===== src/verilog/blazePkg.sv =====
/* shared types of the blaze core: widths, instruction fields, opcodes,
   ALU operations, control word and flags */
`default_nettype none

package blazePkg;

   localparam int wordWidth    = 16;
   localparam int addrWidth    = 12;
   localparam int opcodeWidth  = 7;
   localparam int regAddrWidth = 4;
   localparam int regCount     = 2 ** regAddrWidth;

   typedef logic [wordWidth-1:0]    wordT;
   typedef logic [addrWidth-1:0]    addrT;
   typedef logic [regAddrWidth-1:0] regAddrT;

   // opcode values follow the original encoding, even codes only
   typedef enum logic [opcodeWidth-1:0] {
      opNop      = 7'h00, opAddXk    = 7'h02, opAddXy    = 7'h04,
      opAddcyXk  = 7'h06, opAddcyXy  = 7'h08, opAndXk    = 7'h0A,
      opAndXy    = 7'h0C, opCompXk   = 7'h18, opCompXy   = 7'h1A,
      opInputXy  = 7'h20, opInputXp  = 7'h22, opJump     = 7'h24,
      opJumpC    = 7'h26, opJumpNc   = 7'h28, opJumpZ    = 7'h2A,
      opJumpNz   = 7'h2C, opLoadXk   = 7'h2E, opLoadXy   = 7'h30,
      opOrXk     = 7'h32, opOrXy     = 7'h34, opOutputXy = 7'h36,
      opOutputXk = 7'h38, opRl       = 7'h48, opRr       = 7'h4A,
      opSl0      = 7'h4C, opSl1      = 7'h4E, opSla      = 7'h50,
      opSlx      = 7'h52, opSr0      = 7'h54, opSr1      = 7'h56,
      opSra      = 7'h58, opSrx      = 7'h5A, opSubXk    = 7'h5C,
      opSubXy    = 7'h5E, opSubcXk   = 7'h60, opSubcXy   = 7'h62,
      opTestXk   = 7'h64, opTestXy   = 7'h66, opXorXk    = 7'h68,
      opXorXy    = 7'h6A
   } opcodeT;

   typedef struct packed {
      logic    hasConst;   // constant word follows
      opcodeT  opcode;
      regAddrT regY;
      regAddrT regX;
   } instrT;

   typedef enum logic [4:0] {
      aluNothing = 5'h00, aluAdd = 5'h01, aluAddc = 5'h02, aluAnd = 5'h03,
      aluSub     = 5'h04, aluOr  = 5'h05, aluRl   = 5'h06, aluRr  = 5'h07,
      aluSl0     = 5'h08, aluSl1 = 5'h09, aluSla  = 5'h0A, aluSlx = 5'h0B,
      aluSr0     = 5'h0C, aluSr1 = 5'h0D, aluSra  = 5'h0E, aluSrx = 5'h0F,
      aluXor     = 5'h10, aluSubc = 5'h11
   } aluOpT;

   typedef enum logic [1:0] {rfAlu, rfInPort, rfConst, rfRegY} rfSrcT;
   typedef enum logic [1:0] {flagArith, flagLogic, flagShift, flagTest} flagSrcT;
   typedef enum logic {pcInc, pcConst} pcSrcT;

   ////////////////////////////////
   // control word, one per cycle
   ////////////////////////////////
   typedef struct packed {
      logic    loadIr;
      logic    loadPc;
      pcSrcT   pcSrc;
      logic    loadConst;
      logic    writeRf;
      rfSrcT   rfSrc;
      logic    selConstB;      // ALU operand B from constant
      logic    selConstPort;   // port id from constant
      aluOpT   aluOp;
      logic    loadFlags;
      flagSrcT flagSrc;
      logic    enablePortId;
      logic    enableInPort;
      logic    enableOutPort;
      logic    readStrobe;
      logic    writeStrobe;
   } ctrlT;

   typedef struct packed {
      logic zero;
      logic carry;
   } flagsT;

endpackage

`default_nettype wire


===== src/verilog/aluFlags.sv =====
/* ALU with its result register, zero and carry flag update */
`timescale 1ns/1ps
`default_nettype none

module aluFlags import blazePkg::*; (
   input  logic  CLK,
   input  logic  RESET,
   input  ctrlT  ctrl,
   input  wordT  regA,
   input  wordT  operandB,
   output wordT  aluResult,
   output flagsT flags
);

   localparam int msb = wordWidth - 1;

   logic [wordWidth:0] aluOut;    // bit 16 holds carry or borrow
   logic [wordWidth:0] aluOutQ;
   logic  shiftOut;
   logic  resultZero;
   flagsT flagsD;

   ////////////////////////////////
   // ALU
   ////////////////////////////////
   always_comb begin
      case (ctrl.aluOp)
         aluNothing: aluOut = aluOutQ;      // hold last result
         aluAdd:     aluOut = regA + operandB;
         aluAddc:    aluOut = regA + operandB + flags.carry;
         aluSub:     aluOut = regA - operandB;
         aluSubc:    aluOut = regA - operandB - flags.carry;
         aluAnd:     aluOut = {1'b0, regA & operandB};
         aluOr:      aluOut = {1'b0, regA | operandB};
         aluXor:     aluOut = {1'b0, regA ^ operandB};
         aluRl:      aluOut = {1'b0, regA[msb-1:0], regA[msb]};
         aluRr:      aluOut = {1'b0, regA[0], regA[msb:1]};
         aluSl0:     aluOut = {1'b0, regA[msb-1:0], 1'b0};
         aluSl1:     aluOut = {1'b0, regA[msb-1:0], 1'b1};
         aluSla:     aluOut = {1'b0, regA[msb-1:0], flags.carry};
         aluSlx:     aluOut = {1'b0, regA[msb-1:0], regA[0]};
         aluSr0:     aluOut = {1'b0, 1'b0, regA[msb:1]};
         aluSr1:     aluOut = {1'b0, 1'b1, regA[msb:1]};
         aluSra:     aluOut = {1'b0, flags.carry, regA[msb:1]};
         aluSrx:     aluOut = {1'b0, regA[msb], regA[msb:1]};
         default:    aluOut = '0;
      endcase
   end

   // bit that leaves the word on a shift or rotate
   assign shiftOut = (ctrl.aluOp inside {aluRl, aluSl0, aluSl1, aluSla, aluSlx}) ?
                     regA[msb] : regA[0];

   always_ff @(posedge CLK) begin
      aluOutQ <= aluOut;
   end

   assign aluResult = aluOut[msb:0];

   ////////////////////////////////
   // zero and carry
   ////////////////////////////////
   assign resultZero = ~|aluOut[msb:0];

   always_comb begin
      case (ctrl.flagSrc)
         flagArith: flagsD = '{zero: resultZero, carry: aluOut[wordWidth]};
         flagLogic: flagsD = '{zero: resultZero, carry: 1'b0};
         flagShift: flagsD = '{zero: resultZero, carry: shiftOut};
         default:   flagsD = '{zero: resultZero, carry: ^aluOut[msb:0]}; // test, parity
      endcase
   end

   always_ff @(posedge CLK or posedge RESET) begin
      if (RESET)
         flags <= '0;
      else if (ctrl.loadFlags)
         flags <= flagsD;
   end

endmodule

`default_nettype wire


===== src/verilog/blazeCore.sv =====
/* blaze core top: sequencer, program counter, register file and ALU */
`timescale 1ns/1ps
`default_nettype none

module blazeCore import blazePkg::*; #(
   parameter addrT startAddress = '0
) (
   input  logic CLK,
   input  logic RESET,
   input  wordT IN_PORT,
   input  wordT INSTRUCTION,
   output addrT ADDRESS,
   output wordT OUT_PORT,
   output wordT PORT_ID,
   output logic READ_STROBE,
   output logic WRITE_STROBE
);

   ctrlT  ctrl;
   flagsT flags;
   instrT instr;
   wordT  constWord;
   wordT  regA;
   wordT  operandB;
   wordT  aluResult;

   instrSequencer uSeq (
      .CLK   (CLK),
      .RESET (RESET),
      .instr (instr),
      .flags (flags),
      .ctrl  (ctrl)
   );

   programCounter #(.startAddress(startAddress)) uPc (
      .CLK         (CLK),
      .RESET       (RESET),
      .INSTRUCTION (INSTRUCTION),
      .ctrl        (ctrl),
      .ADDRESS     (ADDRESS),
      .instr       (instr),
      .constWord   (constWord)
   );

   registerFile uRf (
      .CLK       (CLK),
      .RESET     (RESET),
      .IN_PORT   (IN_PORT),
      .ctrl      (ctrl),
      .instr     (instr),
      .constWord (constWord),
      .aluResult (aluResult),
      .regA      (regA),
      .operandB  (operandB),
      .OUT_PORT  (OUT_PORT),
      .PORT_ID   (PORT_ID)
   );

   aluFlags uAlu (
      .CLK       (CLK),
      .RESET     (RESET),
      .ctrl      (ctrl),
      .regA      (regA),
      .operandB  (operandB),
      .aluResult (aluResult),
      .flags     (flags)
   );

   assign READ_STROBE  = ctrl.readStrobe;   // registered in the sequencer
   assign WRITE_STROBE = ctrl.writeStrobe;

endmodule

`default_nettype wire


===== src/verilog/instrSequencer.sv =====
/* instruction sequencer: state machine that decodes the instruction register
   and registers one control word per cycle */
`timescale 1ns/1ps
`default_nettype none

module instrSequencer import blazePkg::*; (
   input  logic  CLK,
   input  logic  RESET,
   input  instrT instr,
   input  flagsT flags,
   output ctrlT  ctrl
);

   typedef enum logic [2:0] {
      sFetch, sDecode, sConst1, sConst2, sExecute, sInput2, sOutput2, sEndit
   } stateT;

   stateT stateQ, stateD;
   ctrlT  ctrlD;

   // forms whose operand B is the constant word
   function automatic logic constOperand(opcodeT op);
      return op inside {opAddXk, opAddcyXk, opAndXk, opCompXk, opOrXk,
                        opSubXk, opSubcXk, opTestXk, opXorXk};
   endfunction

   always_ff @(posedge CLK or posedge RESET) begin
      if (RESET) begin
         stateQ      <= sFetch;
         ctrl        <= '0;
         ctrl.loadIr <= 1'b1;     // first fetch right out of reset
         ctrl.loadPc <= 1'b1;
      end else begin
         stateQ <= stateD;
         ctrl   <= ctrlD;
      end
   end

   ////////////////////////////////
   // next state and control word
   ////////////////////////////////
   always_comb begin
      logic takeJump;
      logic writesX;
      logic isAlu;
      ctrlD    = '0;
      stateD   = sFetch;
      takeJump = 1'b0;
      writesX  = 1'b1;
      isAlu    = 1'b0;
      case (stateQ)
         sFetch: stateD = sDecode;       // IR and PC load during this cycle
         sDecode: begin
            if (instr.hasConst) begin
               ctrlD.loadConst = 1'b1;
               stateD          = sConst1;
            end else begin
               stateD = sExecute;
            end
         end
         sConst1: begin
            ctrlD.loadPc = 1'b1;        // step past the constant word
            stateD       = sConst2;
         end
         sConst2: stateD = sExecute;
         sExecute: begin
            stateD          = sEndit;
            ctrlD.selConstB = constOperand(instr.opcode);
            case (instr.opcode)
               opAddXk, opAddXy:     ctrlD.aluOp = aluAdd;
               opAddcyXk, opAddcyXy: ctrlD.aluOp = aluAddc;
               opSubXk, opSubXy:     ctrlD.aluOp = aluSub;
               opSubcXk, opSubcXy:   ctrlD.aluOp = aluSubc;
               opRl:                 ctrlD.aluOp = aluRl;
               opRr:                 ctrlD.aluOp = aluRr;
               opSl0:                ctrlD.aluOp = aluSl0;
               opSl1:                ctrlD.aluOp = aluSl1;
               opSla:                ctrlD.aluOp = aluSla;
               opSlx:                ctrlD.aluOp = aluSlx;
               opSr0:                ctrlD.aluOp = aluSr0;
               opSr1:                ctrlD.aluOp = aluSr1;
               opSra:                ctrlD.aluOp = aluSra;
               opSrx:                ctrlD.aluOp = aluSrx;
               opAndXk, opAndXy: begin
                  ctrlD.aluOp   = aluAnd;
                  ctrlD.flagSrc = flagLogic;
               end
               opOrXk, opOrXy: begin
                  ctrlD.aluOp   = aluOr;
                  ctrlD.flagSrc = flagLogic;
               end
               opXorXk, opXorXy: begin
                  ctrlD.aluOp   = aluXor;
                  ctrlD.flagSrc = flagLogic;
               end
               opCompXk, opCompXy: begin
                  ctrlD.aluOp = aluSub;       // flags only
                  writesX     = 1'b0;
               end
               opTestXk, opTestXy: begin
                  ctrlD.aluOp   = aluAnd;
                  ctrlD.flagSrc = flagTest;
                  writesX       = 1'b0;
               end
               opLoadXk: begin
                  ctrlD.rfSrc   = rfConst;
                  ctrlD.writeRf = 1'b1;
               end
               opLoadXy: begin
                  ctrlD.rfSrc   = rfRegY;
                  ctrlD.writeRf = 1'b1;
               end
               opInputXy, opInputXp: begin
                  ctrlD.selConstPort = (instr.opcode == opInputXp);
                  ctrlD.enablePortId = 1'b1;
                  ctrlD.enableInPort = 1'b1;
                  stateD             = sInput2;
               end
               opOutputXy, opOutputXk: begin
                  ctrlD.selConstPort  = (instr.opcode == opOutputXk);
                  ctrlD.enablePortId  = 1'b1;
                  ctrlD.enableOutPort = 1'b1;
                  stateD              = sOutput2;
               end
               opJump:   takeJump = 1'b1;
               opJumpC:  takeJump = flags.carry;
               opJumpNc: takeJump = !flags.carry;
               opJumpZ:  takeJump = flags.zero;
               opJumpNz: takeJump = !flags.zero;
               default: ;                     // nop and unused codes
            endcase
            isAlu = (ctrlD.aluOp != aluNothing);
            if (ctrlD.aluOp inside {[aluRl:aluSrx]})
               ctrlD.flagSrc = flagShift;
            ctrlD.loadFlags = isAlu;
            ctrlD.writeRf   = ctrlD.writeRf | (isAlu & writesX);
            if (takeJump) begin
               ctrlD.loadPc = 1'b1;           // PC takes the constant in endit
               ctrlD.pcSrc  = pcConst;
            end
         end
         sInput2: begin
            ctrlD.selConstPort = ctrl.selConstPort;
            ctrlD.enablePortId = 1'b1;
            ctrlD.enableInPort = 1'b1;
            ctrlD.readStrobe   = 1'b1;
            ctrlD.rfSrc        = rfInPort;
            ctrlD.writeRf      = 1'b1;       // sampled at end of strobe cycle
            stateD             = sEndit;
         end
         sOutput2: begin
            ctrlD.selConstPort  = ctrl.selConstPort;
            ctrlD.enablePortId  = 1'b1;
            ctrlD.enableOutPort = 1'b1;
            ctrlD.writeStrobe   = 1'b1;
            stateD              = sEndit;
         end
         sEndit: begin
            ctrlD.loadIr = 1'b1;
            ctrlD.loadPc = 1'b1;
            stateD       = sFetch;
         end
         default: stateD = sFetch;
      endcase
   end

endmodule

`default_nettype wire


===== src/verilog/programCounter.sv =====
/* program counter with next-address select, instruction register
   and constant register */
`timescale 1ns/1ps
`default_nettype none

module programCounter import blazePkg::*; #(
   parameter addrT startAddress = '0
) (
   input  logic  CLK,
   input  logic  RESET,
   input  wordT  INSTRUCTION,
   input  ctrlT  ctrl,
   output addrT  ADDRESS,
   output instrT instr,
   output wordT  constWord
);

   addrT  pc, pcNext;
   instrT ir;
   wordT  constQ;

   // jump target comes from the trailing constant word
   assign pcNext = (ctrl.pcSrc == pcConst) ? constQ[addrWidth-1:0] : pc + 1'b1;

   always_ff @(posedge CLK or posedge RESET) begin
      if (RESET) begin
         pc <= startAddress;
         ir <= '0;
      end else begin
         if (ctrl.loadPc)
            pc <= pcNext;
         if (ctrl.loadIr)
            ir <= instrT'(INSTRUCTION);
      end
   end

   always_ff @(posedge CLK) begin
      if (ctrl.loadConst)
         constQ <= INSTRUCTION;   // word at PC while IR is decoded
   end

   assign ADDRESS   = pc;
   assign instr     = ir;
   assign constWord = constQ;

endmodule

`default_nettype wire


===== src/verilog/registerFile.sv =====
/* sixteen data registers, write-data and operand B select,
   port id and output port gating */
`timescale 1ns/1ps
`default_nettype none

module registerFile import blazePkg::*; (
   input  logic  CLK,
   input  logic  RESET,
   input  wordT  IN_PORT,
   input  ctrlT  ctrl,
   input  instrT instr,
   input  wordT  constWord,
   input  wordT  aluResult,
   output wordT  regA,
   output wordT  operandB,
   output wordT  OUT_PORT,
   output wordT  PORT_ID
);

   wordT regs [regCount];
   wordT regY;
   wordT writeData;
   wordT portSrc;

   assign regA     = regs[instr.regX];
   assign regY     = regs[instr.regY];
   assign operandB = ctrl.selConstB ? constWord : regY;

   always_comb begin
      case (ctrl.rfSrc)
         rfAlu:    writeData = aluResult;
         rfInPort: writeData = IN_PORT & {wordWidth{ctrl.enableInPort}};
         rfConst:  writeData = constWord;
         default:  writeData = regY;         // register to register load
      endcase
   end

   always_ff @(posedge CLK or posedge RESET) begin
      if (RESET)
         regs <= '{default: '0};
      else if (ctrl.writeRf)
         regs[instr.regX] <= writeData;
   end

   ////////////////////////////////
   // port side, zero when idle
   ////////////////////////////////
   assign portSrc  = ctrl.selConstPort ? constWord : operandB;
   assign PORT_ID  = portSrc & {wordWidth{ctrl.enablePortId}};
   assign OUT_PORT = regA & {wordWidth{ctrl.enableOutPort}};

endmodule

`default_nettype wire

===== config.mk =====
export PLATFORM = sky130hd
export DESIGN_NAME = blazeCore
export DESIGN_NICKNAME = d
export VERILOG_FILES = /design/src/verilog/blazePkg.sv /design/src/verilog/aluFlags.sv /design/src/verilog/blazeCore.sv /design/src/verilog/instrSequencer.sv /design/src/verilog/programCounter.sv /design/src/verilog/registerFile.sv
export SDC_FILE = /design/constraint.sdc
export NUM_CORES = 1
export LEC_CHECK = 0
export ABC_AREA = 1
export BUFFER_PORTS_ARGS = -buffer_cell sky130_fd_sc_hd__buf_4
export CORE_ASPECT_RATIO = 0.8
export CORE_UTILIZATION = 57
export DETAILED_ROUTE_END_ITERATION = 16
export PLACE_DENSITY_LB_ADDON = 0.08
export SLEW_MARGIN = 20
export SYNTH_ARGS = -nofsm -noshare
export SYNTH_HDL_FRONTEND = slang
export SYNTH_SLANG_ARGS = --single-unit

===== constraint.sdc =====
create_clock -name CLK -period 9.85 [get_ports CLK]
set_clock_uncertainty 0.05 [all_clocks]
set_input_delay 1.97 -clock CLK [delete_from_list [all_inputs] [get_ports CLK]]
set_output_delay 1.97 -clock CLK [all_outputs]
set_load 0.02 [all_outputs]

==> flow_metrics.py <==
metrics = {
    "timing": {
        "setup_repair_after_global_routing_missed_its_margin": "false",
        "fin_tns_setup_ps": 0,
        "worst_pin_slew_ps": 1200,
        "timing.slew.headroom_pct": 19.9,
        "worst_case_setup_margin_in_the_final_layout_ps": 3010,
        "period_needed_ps": 6840,
        "timing.final.setup_violations": 0,
        "timing.fmax_mhz": 146,
        "layout_worst_path_cycle_share_pct": 69.4,
        "drv_slew": 0,
        "hold_viol_final": 0,
    },
    "detailed_routing": {
        "route.met2.wl_mm": 35.4,
        "drc": 0,
        "mean_number_of_vias_per_cell": 6.30,
        "detail_route.iter0.violations": 3763,
        "routed_wl_mm": 87.9,
        "top_signal_layer_used": "met4",
        "antenna_left": 0,
        "met3_wirelength_mm": 13.0,
        "metal_1_wl_mm": 35.2,
        "detailroute.via_count": 23900,
        "avgRoutedWirePerCell_um": 23.1,
        "detail_route.first_pass.iterations": 7,
    },
    "clock_network": {
        "holdBufCountCts": 0,
        "cts_tree": "yes",
        "h_tree_level_count": 2,
        "post-cts-setup-buffer-count": 0,
        "clock_path_buffers": 3,
        "worst_setup_hold_path_clk_slew_ps": 70,
        "post_cts.resized_instances": 0,
        "clk-insertion-delay-late_ps": 560,
        "clkSinkCount": 344,
        "cts_root_buf": "sky130_fd_sc_hd__clkbuf_16",
        "cts_buffers": 38,
    },
    "placement": {
        "portBuffers": 79,
        "gp_congestion": 0.986,
        "place.detailed.hpwl_mm": 60.3,
        "pre_cts_ws_ps": 3330,
        "postPlaceCellArea_um2": 23300,
    },
    "grt": {
        "antenna_found_initial": 1,
        "grtUsageTotal_pct": 43.0,
        "grt_pass1_wl_mm": 132,
        "globalRouteOverflowTotal": 0,
        "grt_pass1_vias": 22100,
        "grt_start_max_net_pins": 85,
    },
    "worst_setup_path": {
        "crit_slowest_cell": "sky130_fd_sc_hd__dfrtp_4",
        "critical_path_required_ps": 10270,
        "timing.rr.end": "uAlu.flags[0]",
        "worstSetupEndpointType": "flop",
        "critical_path.max_fanout": 72,
        "ff2ff_setup_slack_ps": 3010,
        "critical-path-max-stage-delay_ps": 840,
        "worst_ep_arrival_time_ps": 7260,
        "setup.worst_path.start_class": "flop",
        "worstRegToRegCells": 32,
        "regToRegStartpoint": "uPc.instr[4]",
        "setup.worst_path.class": "reg2reg",
    },
    "yosys": {
        "ys_warn_count": 0,
        "ys_async_sr_fraction_pct": 90.4,
        "synth_ff_type": "sky130_fd_sc_hd__dfrtp_1",
        "syn_area_um2": 22500,
        "yosysSeqAreaShare_pct": 38.2,
        "netlist_instances": 3259,
        "synth_fp_nets": 3356,
        "syn_area_per_cell_um2": 6.92,
        "synth_edf_count": 16,
        "postSynthRegisterBits": 344,
        "synth_cell_types": 60,
    },
    "run_status": {
        "status": "complete, no violations",
    },
    "finish": {
        "synthToLayoutAreaGrowth_pct": 9.12,
        "final_net_count": 3335,
        "stdcell_area_um2": 24600,
        "final_layout_size_suffix_gt1_share_pct": 8.42,
    },
    "min_path": {
        "hold_path_class": "reg2reg",
        "hold_depth": 1,
        "holdCritStartpoint": "uPc.instr[15]",
        "whs_endpoint": "uSeq.stateQ[2]",
    },
    "floorplanning": {
        "die-area_um2": 40300,
        "top_level_ports": 80,
        "core_ar_um2": 38600,
        "core.rowCount": 64,
        "initial_utilization_pct": 58.4,
        "dieWidth_um": 224,
        "die_h_um": 180,
    },
    "job": {
        "max_cap_violations": 0,
    },
}
-- synthesized netlist by cell type, types with 21 or more instances --
library cell	count	share of area, %
sky130_fd_sc_hd__nor3_1	21	0.47
sky130_fd_sc_hd__ha_1	61	3.4
sky130_fd_sc_hd__nand4_1	32	0.89
sky130_fd_sc_hd__a21oi_1	155	3.4
sky130_fd_sc_hd__nor2_1	200	3.3
sky130_fd_sc_hd__o22ai_1	108	3.0
sky130_fd_sc_hd__inv_1	447	7.4
sky130_fd_sc_hd__buf_2	44	0.98
sky130_fd_sc_hd__o21ai_1	104	2.3
sky130_fd_sc_hd__nand3_1	166	3.7
sky130_fd_sc_hd__a22oi_1	32	1.1
sky130_fd_sc_hd__nand2_1	848	14
sky130_fd_sc_hd__dfrtp_1	309	34
sky130_fd_sc_hd__clkbuf_1	112	1.9
sky130_fd_sc_hd__o21ai_0	375	8.3
-- how the worst max path moves through the flow --
stage	end	cells after the start	slack (ps)	start
final	uAlu.flags[0]	32	3010	uPc.instr[4]
after CTS	uAlu.flags[0]	32	3280	uPc.instr[4]
after detailed placement	uAlu.flags[0]	32	3330	uPc.instr[4]
after floorplan	uAlu.flags[0]	1	3690	RESET
after global placement	uAlu.flags[0]	32	3390	uPc.instr[4]
after global routing	uAlu.flags[0]	32	2500	uPc.instr[4]
-- layout make-up --
type                            count  area, µm²
Antenna cell                        2       5.00
Clock inverter                     12        124
Multi-Input combinational cell   2264      11400
Clock buffer                       56       1110
Inverter                          467       1760
Fill cell                        3469      14000
Timing Repair Buffer              123        931
Sequential cell                   344       8610
Tap cell                          528        661
-- critical path: cells and delay by family, from the launching register on --
kind                       cells  cell delay [ps]
xor gates and xnor gates       3              680
DFF                            1              840
buffers and inverters          5             1070
and+or+nand+nor               15             1840
AOI/OAI and AO/OA              6             1050
adders and majority gates      3             1210
-- flip-flops by register name, summed over array words and instances, names as in the netlist --
name	flops
uSeq.stateQ	3
uSeq.ctrl	22
uPc.instr	16
uPc.constWord	16
uPc.ADDRESS	12
uAlu.aluOutQ	17
uRf.regs	256
uAlu.flags	2
-- stage by stage --
stage	utilization, %	instances	hold slack (ps)
finish	63.7	3796	445
floorplan	-	3259	398
global route	63.7	3794	475
detailed placement	60.5	3726	439
CTS	63.7	3794	453
global placement	60.5	3726	433
-- metal layers --
layer  GRT usage, %  vias to the layer above
met5              0                        -
met2           60.2                     1740
met3           12.9                      309
met1           61.7                    11200
li1               -                    10700
met4           17.9                        0
-- kinds of logic after synthesis --
family	count (synthesis)	share of synthesized area, %
simple gates	1321	24.5
buf+inv	651	11.5
fa+ha+maj	63	3.56
xor+xnor	13	0.505
flops	344	38.2
compound gates	865	21.6
mux	2	0.0999
-- placed cells by master, fill, tap and decap left out, types with 6 or more instances in the layout --
| cell type | instances |
|---|---|
| sky130_fd_sc_hd__a211oi_1 | 7 |
| sky130_fd_sc_hd__a21oi_1 | 155 |
| sky130_fd_sc_hd__a221oi_1 | 9 |
| sky130_fd_sc_hd__a22oi_1 | 32 |
| sky130_fd_sc_hd__a32oi_1 | 19 |
| sky130_fd_sc_hd__buf_4 | 121 |
| sky130_fd_sc_hd__clkbuf_1 | 10 |
| sky130_fd_sc_hd__clkbuf_16 | 39 |
| sky130_fd_sc_hd__clkbuf_8 | 7 |
| sky130_fd_sc_hd__clkinv_2 | 6 |
| sky130_fd_sc_hd__dfrtp_1 | 307 |
| sky130_fd_sc_hd__dfxtp_1 | 17 |
| sky130_fd_sc_hd__edfxtp_1 | 16 |
| sky130_fd_sc_hd__ha_1 | 61 |
| sky130_fd_sc_hd__inv_1 | 444 |
| sky130_fd_sc_hd__inv_2 | 20 |
| sky130_fd_sc_hd__nand2_1 | 847 |
| sky130_fd_sc_hd__nand2_2 | 8 |
| sky130_fd_sc_hd__nand3_1 | 166 |
| sky130_fd_sc_hd__nand3_2 | 17 |
| sky130_fd_sc_hd__nand4_1 | 32 |
| sky130_fd_sc_hd__nor2_1 | 184 |
| sky130_fd_sc_hd__nor2_2 | 22 |
| sky130_fd_sc_hd__nor3_1 | 21 |
| sky130_fd_sc_hd__nor4_1 | 6 |
| sky130_fd_sc_hd__o211ai_1 | 10 |
| sky130_fd_sc_hd__o21ai_0 | 373 |
| sky130_fd_sc_hd__o21ai_1 | 106 |
| sky130_fd_sc_hd__o221ai_1 | 16 |
| sky130_fd_sc_hd__o22ai_1 | 108 |
| sky130_fd_sc_hd__xnor2_1 | 6 |
| sky130_fd_sc_hd__xor2_1 | 7 |
Power is left out: the tool's default activity adds up to more than one toggle a clock period on the data nets, which glitch-free logic cannot reach.
